<file path="config.mk">
export PLATFORM = sky130hd
export DESIGN_NAME = pipe_ctrl
export DESIGN_NICKNAME = d
export VERILOG_FILES = /design/src/pipe_pkg.sv /design/src/dest_tracker.sv /design/src/data_hazard.sv /design/src/mem_stall.sv /design/src/stage_ctrl.sv /design/src/pipe_ctrl.sv
export SDC_FILE = /design/constraint.sdc
export NUM_CORES = 1
export LEC_CHECK = 0
export BUFFER_PORTS_ARGS = -buffer_cell sky130_fd_sc_hd__buf_2
export CORE_MARGIN = 8
export CORE_UTILIZATION = 45
export DETAILED_ROUTE_END_ITERATION = 8
export PLACE_DENSITY = 0.74
export SYNTH_ARGS = -nofsm -noshare
export SYNTH_HDL_FRONTEND = slang
export SYNTH_SLANG_ARGS = --single-unit
</file>
<file path="constraint.sdc">
create_clock -name clk -period 5.6 [get_ports clk]
set_input_delay 1.12 -clock clk [delete_from_list [all_inputs] [get_ports clk]]
set_output_delay 1.12 -clock clk [all_outputs]
set_load 0.02 [all_outputs]
</file>
<file path="src/pipe_pkg.sv">
package pipe_pkg;

    // register address width for rv32i
    // rv32e builds pass 4 through REG_W instead
    parameter int NUM_REGS_LOG2 = 5;

    // register number, x0 never hazards
    typedef logic [NUM_REGS_LOG2-1:0] reg_addr_t;

    // memory access kind of an instruction
    // both bits low means no access
    typedef logic [1:0] mem_rw_t;

    // bit positions inside mem_rw_t
    parameter int RW_LOAD  = 1;
    parameter int RW_STORE = 0;

    // forwarding mask, one bit per id source
    typedef logic [1:0] fwd_mask_t;

    // bit positions inside fwd_mask_t
    parameter int FWD_RS1 = 1;
    parameter int FWD_RS2 = 0;

    // encoding of an empty slot
    parameter mem_rw_t RW_NONE = 2'b00;

endpackage

</file>
<file path="src/dest_tracker.sv">
`timescale 1ns/1ns

module dest_tracker #(
    parameter int REG_W = 5
) (
    input  logic                clk,
    input  logic                rst,

    // instruction currently in id
    input  logic                id_valid,
    input  logic [REG_W-1:0]    id_rd,
    input  logic                id_reg_write,
    input  pipe_pkg::mem_rw_t   id_mem_rw,

    // advance control
    input  logic                branch_taken,
    input  logic                mem_stall,
    input  logic                hazard_ex,
    input  logic                hazard_mem,

    // shadow slots
    output logic [REG_W-1:0]    ex_rd,
    output logic                ex_reg_write,
    output logic [REG_W-1:0]    mem_rd,
    output logic                mem_reg_write,
    output pipe_pkg::mem_rw_t   mem_rw,
    output logic [REG_W-1:0]    wb_rd,
    output logic                wb_reg_write
);

    // access kind of the ex slot, only needed to feed mem
    pipe_pkg::mem_rw_t ex_rw;

    // id enters ex only when nothing blocks it
    logic issue;
    assign issue = id_valid && !hazard_ex && !hazard_mem;

    // write flags and access kinds decide whether a slot is live
    always_ff @(posedge clk) begin
        if (rst) begin
            ex_reg_write  <= 1'b0;
            ex_rw         <= pipe_pkg::RW_NONE;
            mem_reg_write <= 1'b0;
            mem_rw        <= pipe_pkg::RW_NONE;
            wb_reg_write  <= 1'b0;
        end else if (!mem_stall) begin
            if (branch_taken) begin
                // killed instructions become bubbles
                ex_reg_write  <= 1'b0;
                ex_rw         <= pipe_pkg::RW_NONE;
                mem_reg_write <= 1'b0;
                mem_rw        <= pipe_pkg::RW_NONE;
                wb_reg_write  <= 1'b0;
            end else begin
                ex_reg_write  <= issue ? id_reg_write : 1'b0;
                ex_rw         <= issue ? id_mem_rw : pipe_pkg::RW_NONE;
                mem_reg_write <= ex_reg_write;
                mem_rw        <= ex_rw;
                wb_reg_write  <= mem_reg_write;
            end
        end
    end

    // register numbers are payload, meaningless in an empty slot
    always_ff @(posedge clk) begin
        if (!mem_stall) begin
            ex_rd  <= id_rd;
            mem_rd <= ex_rd;
            wb_rd  <= mem_rd;
        end
    end

endmodule

</file>
<file path="src/data_hazard.sv">
`timescale 1ns/1ns

module data_hazard #(
    parameter int REG_W = 5
) (
    // sources read by the instruction in id
    input  logic                  id_valid,
    input  logic [REG_W-1:0]      id_rs1,
    input  logic [REG_W-1:0]      id_rs2,

    // destinations still in flight
    input  logic [REG_W-1:0]      ex_rd,
    input  logic                  ex_reg_write,
    input  logic [REG_W-1:0]      mem_rd,
    input  logic                  mem_reg_write,

    output logic                  hazard_ex,
    output logic                  hazard_mem,
    output pipe_pkg::fwd_mask_t   ex_fwd_mask,
    output pipe_pkg::fwd_mask_t   mem_fwd_mask
);

    // slot is a real producer only if it writes a nonzero register
    logic ex_live;
    logic mem_live;

    assign ex_live  = ex_reg_write && (ex_rd != '0);
    assign mem_live = mem_reg_write && (mem_rd != '0);

    // per source match against the ex slot
    always_comb begin
        ex_fwd_mask = '0;
        if (ex_live) begin
            ex_fwd_mask[pipe_pkg::FWD_RS1] = (ex_rd == id_rs1);
            ex_fwd_mask[pipe_pkg::FWD_RS2] = (ex_rd == id_rs2);
        end
    end

    // same for the mem slot
    always_comb begin
        mem_fwd_mask = '0;
        if (mem_live) begin
            mem_fwd_mask[pipe_pkg::FWD_RS1] = (mem_rd == id_rs1);
            mem_fwd_mask[pipe_pkg::FWD_RS2] = (mem_rd == id_rs2);
        end
    end

    // a hazard needs a valid id instruction
    // wb is not compared, regfile writes before it reads
    assign hazard_ex  = id_valid && (|ex_fwd_mask);
    assign hazard_mem = id_valid && (|mem_fwd_mask);

endmodule

</file>
<file path="src/mem_stall.sv">
`timescale 1ns/1ns

module mem_stall (
    input  logic                clk,
    input  logic                rst,

    // memory handshakes
    input  logic                iready_n,
    input  logic                dready_n,
    input  logic                dbusy,

    // access kind of the mem slot
    input  pipe_pkg::mem_rw_t   mem_rw,

    output logic                mem_stall
);

    typedef enum logic [1:0] {
        ms_idle,
        ms_load_wait,
        ms_store_wait,
        ms_drain
    } ms_state_t;

    ms_state_t state;
    ms_state_t state_nxt;

    logic is_load;
    logic is_store;

    assign is_load  = mem_rw[pipe_pkg::RW_LOAD];
    assign is_store = mem_rw[pipe_pkg::RW_STORE];

    // any access in mem waits behind a draining store
    assign mem_stall = iready_n
                    || (is_load && dready_n)
                    || (is_store && dbusy)
                    || ((state == ms_drain) && (mem_rw != pipe_pkg::RW_NONE) && dbusy);

    always_comb begin
        state_nxt = ms_idle;
        if ((state == ms_drain) && dbusy) begin
            // store still in flight in dmem
            state_nxt = ms_drain;
        end else if (is_store && !mem_stall && dbusy) begin
            // store leaves mem before dmem is done with it
            state_nxt = ms_drain;
        end else if (is_load && dready_n) begin
            state_nxt = ms_load_wait;
        end else if (is_store && dbusy) begin
            state_nxt = ms_store_wait;
        end
    end

    always_ff @(posedge clk) begin
        if (rst) begin
            state <= ms_idle;
        end else begin
            state <= state_nxt;
        end
    end

endmodule

</file>
<file path="src/stage_ctrl.sv">
`timescale 1ns/1ns

module stage_ctrl (
    input  logic clk,
    input  logic rst,

    // causes
    input  logic branch_taken,
    input  logic mem_stall,
    input  logic hazard_ex,
    input  logic hazard_mem,

    // per stage hold
    output logic stall_id,
    output logic stall_ex,
    output logic stall_mem,
    output logic stall_wb,

    // per stage kill
    output logic nop_if,
    output logic nop_id,
    output logic nop_ex,
    output logic nop_mem,
    output logic nop_wb
);

    // mem hazard needs one more cycle, hold id
    assign stall_id  = mem_stall || hazard_mem;
    // memory wait freezes the back end
    assign stall_ex  = mem_stall;
    assign stall_mem = mem_stall;
    assign stall_wb  = mem_stall;

    // if is held by refetching, so it is killed on any hold
    assign nop_if  = branch_taken || mem_stall || hazard_ex || hazard_mem;
    // ex hazard turns id into a bubble
    assign nop_id  = branch_taken || hazard_ex;
    assign nop_ex  = branch_taken;
    assign nop_mem = branch_taken;

    // killed instruction reaches wb one cycle later
    always_ff @(posedge clk) begin
        if (rst) begin
            nop_wb <= 1'b0;
        end else begin
            nop_wb <= nop_mem;
        end
    end

endmodule

</file>
<file path="src/pipe_ctrl.sv">
`timescale 1ns/1ns

module pipe_ctrl #(
    parameter int REG_W = pipe_pkg::NUM_REGS_LOG2
) (
    input  logic                  clk,
    input  logic                  rst,

    // decode report
    input  logic                  id_valid,
    input  logic [REG_W-1:0]      id_rs1,
    input  logic [REG_W-1:0]      id_rs2,
    input  logic [REG_W-1:0]      id_rd,
    input  logic                  id_reg_write,
    input  pipe_pkg::mem_rw_t     id_mem_rw,

    input  logic                  branch_taken,

    // memory status
    input  logic                  iready_n,
    input  logic                  dready_n,
    input  logic                  dbusy,

    output logic                  stall_id,
    output logic                  stall_ex,
    output logic                  stall_mem,
    output logic                  stall_wb,

    output logic                  nop_if,
    output logic                  nop_id,
    output logic                  nop_ex,
    output logic                  nop_mem,
    output logic                  nop_wb,

    output pipe_pkg::fwd_mask_t   ex_fwd_mask,
    output pipe_pkg::fwd_mask_t   mem_fwd_mask
);

    // shadow slot state
    logic [REG_W-1:0]    ex_rd;
    logic                ex_reg_write;
    logic [REG_W-1:0]    mem_rd;
    logic                mem_reg_write;
    pipe_pkg::mem_rw_t   mem_rw;
    logic [REG_W-1:0]    wb_rd;
    logic                wb_reg_write;

    // internal decisions
    logic hazard_ex;
    logic hazard_mem;
    logic mem_wait;

    dest_tracker #(
        .REG_W (REG_W)
    ) u_dest_tracker (
        .clk           (clk),
        .rst           (rst),
        .id_valid      (id_valid),
        .id_rd         (id_rd),
        .id_reg_write  (id_reg_write),
        .id_mem_rw     (id_mem_rw),
        .branch_taken  (branch_taken),
        .mem_stall     (mem_wait),
        .hazard_ex     (hazard_ex),
        .hazard_mem    (hazard_mem),
        .ex_rd         (ex_rd),
        .ex_reg_write  (ex_reg_write),
        .mem_rd        (mem_rd),
        .mem_reg_write (mem_reg_write),
        .mem_rw        (mem_rw),
        .wb_rd         (wb_rd),
        .wb_reg_write  (wb_reg_write)
    );

    data_hazard #(
        .REG_W (REG_W)
    ) u_data_hazard (
        .id_valid      (id_valid),
        .id_rs1        (id_rs1),
        .id_rs2        (id_rs2),
        .ex_rd         (ex_rd),
        .ex_reg_write  (ex_reg_write),
        .mem_rd        (mem_rd),
        .mem_reg_write (mem_reg_write),
        .hazard_ex     (hazard_ex),
        .hazard_mem    (hazard_mem),
        .ex_fwd_mask   (ex_fwd_mask),
        .mem_fwd_mask  (mem_fwd_mask)
    );

    mem_stall u_mem_stall (
        .clk       (clk),
        .rst       (rst),
        .iready_n  (iready_n),
        .dready_n  (dready_n),
        .dbusy     (dbusy),
        .mem_rw    (mem_rw),
        .mem_stall (mem_wait)
    );

    stage_ctrl u_stage_ctrl (
        .clk          (clk),
        .rst          (rst),
        .branch_taken (branch_taken),
        .mem_stall    (mem_wait),
        .hazard_ex    (hazard_ex),
        .hazard_mem   (hazard_mem),
        .stall_id     (stall_id),
        .stall_ex     (stall_ex),
        .stall_mem    (stall_mem),
        .stall_wb     (stall_wb),
        .nop_if       (nop_if),
        .nop_id       (nop_id),
        .nop_ex       (nop_ex),
        .nop_mem      (nop_mem),
        .nop_wb       (nop_wb)
    );

endmodule

</file>
# Yosys cells after proc, flatten, opt, wreduce, memory -nomap -nowiden
# Index checks and enable logic that the tools add are counted.
[classes]
n_eq_ne = 5
muxes = 12
reduce_logical = 29
[op_table]
columns = ["operator", "n"]
rows = [
  ["$eq 5x5->1", 4],
  ["$mux 2", 9],
  ["$logic_and 1x1->1", 13],
  ["$reduce_bool 5->1", 2],
  ["$logic_or 1x1->1", 8],
  ["$reduce_or 2->1", 2],
  ["$logic_not 1->1", 3],
  ["$mux 1", 3],
  ["$eq 2x2->1 const B", 1],
  ["$reduce_bool 2->1", 1],
]
[totals]
regBits = 19
in_bits = 25
output_inout_bits = 13
word_cells = 54

# Depth between registers and ports, before layout
[logic_depth]
word_depth = 10
ltp_mapped = 6
depth_no_buf = 6

# By module
# A second synthesis with hierarchy kept.
[hier_totals]
hier_cells = 100
hier_area_um2 = 1181.1
[by_module_without_submodules]
columns = ["mod", "n_inst", "cells_per_inst", "area_per_inst_um2", "seq_area_each_um2"]
rows = [
  ["dest_tracker", 1, 42, 723.2, 590.6],
  ["data_hazard", 1, 39, 289.0, 0.0],
  ["mem_stall", 1, 9, 85.1, 40.0],
  ["stage_ctrl", 1, 10, 83.8, 20.0],
]

# Worst setup path before layout
# Ideal clock, no wire load.
[synth_timing]
kind = "input-to-output"
from = "input dready_n"
to = "output nop_if"
arrival_time_ns = 2.490
slack_ns = 1.990
path_stages = 5
n_path_buf = 0
path_cell_list = "nand2b_1 a221oi_4 inv_1 nor2_1 o21ai_1"
[synth_via]
elab_chain_len = 7
[synth_rtl]
columns = ["element", "line_no", "source"]
rows = [
  ["from (decl)", "pipe_ctrl.sv:21", "input logic dready_n,"],
  ["$logic_and 1x1->1", "mem_stall.sv:36", "|| (is_load && dready_n)"],
  ["$logic_or 1x1->1", "mem_stall.sv:36", ""],
  ["$logic_or 1x1->1", "mem_stall.sv:37", "|| (is_store && dbusy)"],
  ["$logic_or 1x1->1", "mem_stall.sv:38", "|| ((state == ms_drain) && (mem_rw != pipe_pkg::RW_NONE) && dbusy);"],
  ["net stall_ex", "pipe_ctrl.sv:25", "output logic stall_ex,"],
  ["$logic_or 1x1->1 (3 in a row)", "stage_ctrl.sv:35", "assign nop_if = branch_taken || mem_stall || hazard_ex || hazard_mem;"],
  ["to (decl)", "pipe_ctrl.sv:29", "output logic nop_if,"],
]
# The timed path passes the listed nets, and every way through them passes these cells.

# Worst setup path after layout
[layout_timing]
from = "input dbusy"
to = "output nop_if"
[layout_via]
elab_chain_len = 6
[layout_rtl]
columns = ["element", "line_no", "source"]
rows = [
  ["from (decl)", "pipe_ctrl.sv:22", "input logic dbusy,"],
  ["$logic_and 1x1->1", "mem_stall.sv:37", ""],
  ["$logic_or 1x1->1", "mem_stall.sv:37", ""],
  ["$logic_or 1x1->1 *", "mem_stall.sv:38", ""],
  ["$logic_or 1x1->1 * (3 in a row)", "stage_ctrl.sv:35", ""],
]
# Every way passes the cells marked *; elsewhere a longest branch is shown, timed or not.

==> reports/qor.txt <==
# rows -> 17
R2R setup slack -> 3770 ps
Remaining DRCs -> 0
Synth Area in Compound Gates -> 0.1327
leading area contributor after synthesis -> edfxtp_1
I/O Buffers -> 37
Slew @ Worst Pin -> 840.8 ps
layout cells sized above 1 -> 0.3588
routed len/inst -> 14.25 um
Non-Filler Instances -> 159
static leakage -> 0.0005011 uW
post-CTS setup buffers -> 0
final setup fails -> 0
FF-to-FF path depth -> 6
Filler cells -> 205
Synth Area in Simple Gates -> 0.1830
CTS buffer count -> 3
Max VDD drop -> 0.1270 mV
final hold violation count -> 0
RSZ-0062 raised after global routing -> no
CP top delay family -> compound AO/OA/AOI/OAI gates
Final #Nets -> 157
Crit. End Element -> output pin
Tot GR Track Use -> 0.1145
ant diodes -> 0
Die Height -> 63.58 um
Mapped Cells -> 95
Hold Path Sink -> u_dest_tracker.ex_rw[1]$_SDFFE_PP0N_
mux cell area share after synthesis -> 0
full die area -> 4042 um^2
Initial Util -> 0.4694
Hold Path Class -> reg -> reg
Max Clk Rate -> 0.2557 GHz
I/O pins -> 38
Die X -> 63.58 um
clk buf depth -> 2
initial antenna violation count -> 0
Mapped Nets -> 120
worst-path fanout max -> 19
hold buffer count at CTS -> 0
crit-path max cell delay -> 730 ps
synth warn -> 0
slowest cell on the critical path -> a221oi_4
Max-Cap Viols -> 0
Worst Setup Start Kind -> primary input
Vias -> 805
dominant synthesized flop cell -> edfxtp_1
root buf cell -> clkbuf_4
final setup TNS -> 0 ps
largest family of logic cells by synthesized area -> simple AND/OR/NAND/NOR gates
Detail Route Antenna Nets -> 0
post-synth top area share -> 0.2948
CTS resizes -> 0
most frequent cell after synthesis -> xor2_1
pre-CTS setup slack -> 1676 ps
final WL -> 2265 um
Post-synth top cells -> xor2_1 (12), edfxtp_1 (10), dfxtp_1 (9), xnor2_1 (8)
Final Cycle Share -> 0.6985
flop and latch count out of synthesis -> 19
post-route cell area -> 1231 um^2
ys async rst share -> 0
CTS clock-pin slew for the worst setup and hold paths -> 100 ps
core footprint -> 2170 um^2
Reg2Reg Launch Point -> u_mem_stall.state[1]$_SDFF_PP0_
cell area after synthesis -> 1018 um^2
Cell variety after synth -> 28
DR vias/cell -> 5.063
Bufs and invs on worst path -> 3
H-tree depth -> 1
Post-Synth XOR/XNOR Area -> 0.1720
CP Data Required Time -> 4480 ps
Reg-to-Reg End -> u_dest_tracker.mem_reg_write$_SDFFE_PP0N_
adder-cell share of the synthesized area -> 0
area grow syn2layout -> 20.88%
CTS tree -> done
EDFF count, synth -> 10
Slew Limit Headroom -> 0.4395
Seq/Total Area, Yosys -> 0.4717
critical-path cell list -> buf_2 -> nand3_1 -> nand2b_1 -> a221oi_4 -> inv_1 -> nor2_1 -> o21ai_1 -> buf_2
gp weighted congestion -> 0.8903
minimum clock period -> 3911 ps
DP HPWL -> 1829 um
Worst-Skew Late Latency -> 290 ps
CP Depth -> 8
Pwr per Cell Area -> 217.8 nW/um^2
crit path DAT -> 2790 ps
synthesized area per cell -> 10.72 um^2
Worst Hold Path Cells -> 1
CP Class -> in -> out
Synth area leaders -> edfxtp_1 (29%), dfxtp_1 (18%), xor2_1 (10%)
Sink Count -> 19
Initial DRC Count -> 23
gr ovfl total -> 0
cell repeated most along the worst path -> buf_2
largest net degree at the start of global routing -> 20
WHS -> 493.2 ps
max-slew violations -> 0
Worst Slack Setup Final -> 1689 ps
Cell Area, Placed -> 1205 um^2
1st-pass router iterations -> 4
min-delay src -> u_dest_tracker.ex_rw[1]$_SDFFE_PP0N_
first-pass GRT wire length -> 3774 um
vias in the first global route -> 881
Post-Place Cells -> 155
Final Skew -> 2.471 ps
run status -> complete, no violations
-- sequential cells by signal, summed over array words and instances, names as in the netlist --
| register | count |
|---|---|
| u_stage_ctrl.nop_wb | 1 |
| u_mem_stall.state | 2 |
| u_dest_tracker.ex_rw | 2 |
| u_dest_tracker.mem_reg_write | 1 |
| u_dest_tracker.ex_reg_write | 1 |
| u_dest_tracker.mem_rw | 2 |
| u_dest_tracker.mem_rd | 5 |
| u_dest_tracker.ex_rd | 5 |
-- where the power goes --
group          switching (uW)  internal (uW)  leakage [uW]  total [uW]
combinational            22.9           19.8      0.000315        42.7
sequential               6.28            153      0.000171         159
clock                    39.0           27.7     0.0000150        66.7
total                    68.1            200      0.000501         268
-- how the worst max path moves through the flow --
stage	startpoint	end	slack [ps]
2_1_floorplan	dready_n	nop_if	1990
3_3_place_gp	dbusy	nop_if	1780
3_5_place_dp	dbusy	nop_if	1680
4_1_cts	dbusy	nop_if	1670
5_1_grt	dbusy	nop_if	1520
6_report	dbusy	nop_if	1690
-- metrics by stage --
stage | util | power [uW]
final | 0.5675 | 268.2
after global routing | 0.5675 | 280.8
after CTS | 0.5675 | 271.8
after detailed placement | 0.5554 | 205.0
after global placement | 0.5554 | 203.5
after floorplan | - | 187.3
-- layer usage --
| metal | vias up | share of wire | wire length [um] | track usage |
|---|---|---|---|---|
| met4 | 0 | 0.014 | 32 | 0.05850 |
| met1 | 373 | 0.41 | 937 | 0.1160 |
| met3 | 4 | 0.060 | 135 | 0.03357 |
| met5 | - | 0 | 0 | 0 |
| met2 | 24 | 0.51 | 1160 | 0.2066 |
| li1 | 404 | - | - | - |
-- final cells by class --
cell class / count / area (um^2) / area share
Sequential cell: 19 / 480.5 / 0.3902
Inverter: 2 / 7.507 / 0.006098
Multi-Input combinational cell: 69 / 496.7 / 0.4035
Timing Repair Buffer: 37 / 185.2 / 0.1504
Tap cell: 28 / 35.03 / 0.02846
Clock buffer: 4 / 26.28 / 0.02134
-- logic make-up after synthesis --
kind of cell | Yosys count
AND/OR/NAND/NOR | 34
XOR/XNOR | 20
flip-flops | 19
AO/OA/AOI/OAI | 15
buffers and inverters | 7
-- layout by cell type (no fill, tap or decap), types with 2 or more instances in the layout --
master | netlist | routed
buf_2 | 0 | 37
xor2_1 | 12 | 12
edfxtp_1 | 10 | 10
dfxtp_1 | 9 | 9
xnor2_1 | 8 | 8
nor2_1 | 6 | 6
nand2_1 | 6 | 6
nand3_1 | 5 | 5
nor3_1 | 5 | 5
a21oi_1 | 4 | 4
and3_1 | 3 | 3
a22o_1 | 3 | 3
nand3b_1 | 3 | 3
clkbuf_4 | 0 | 3
inv_1 | 2 | 2
a21oi_2 | 2 | 2
Power figures use the tool's default switching activity.
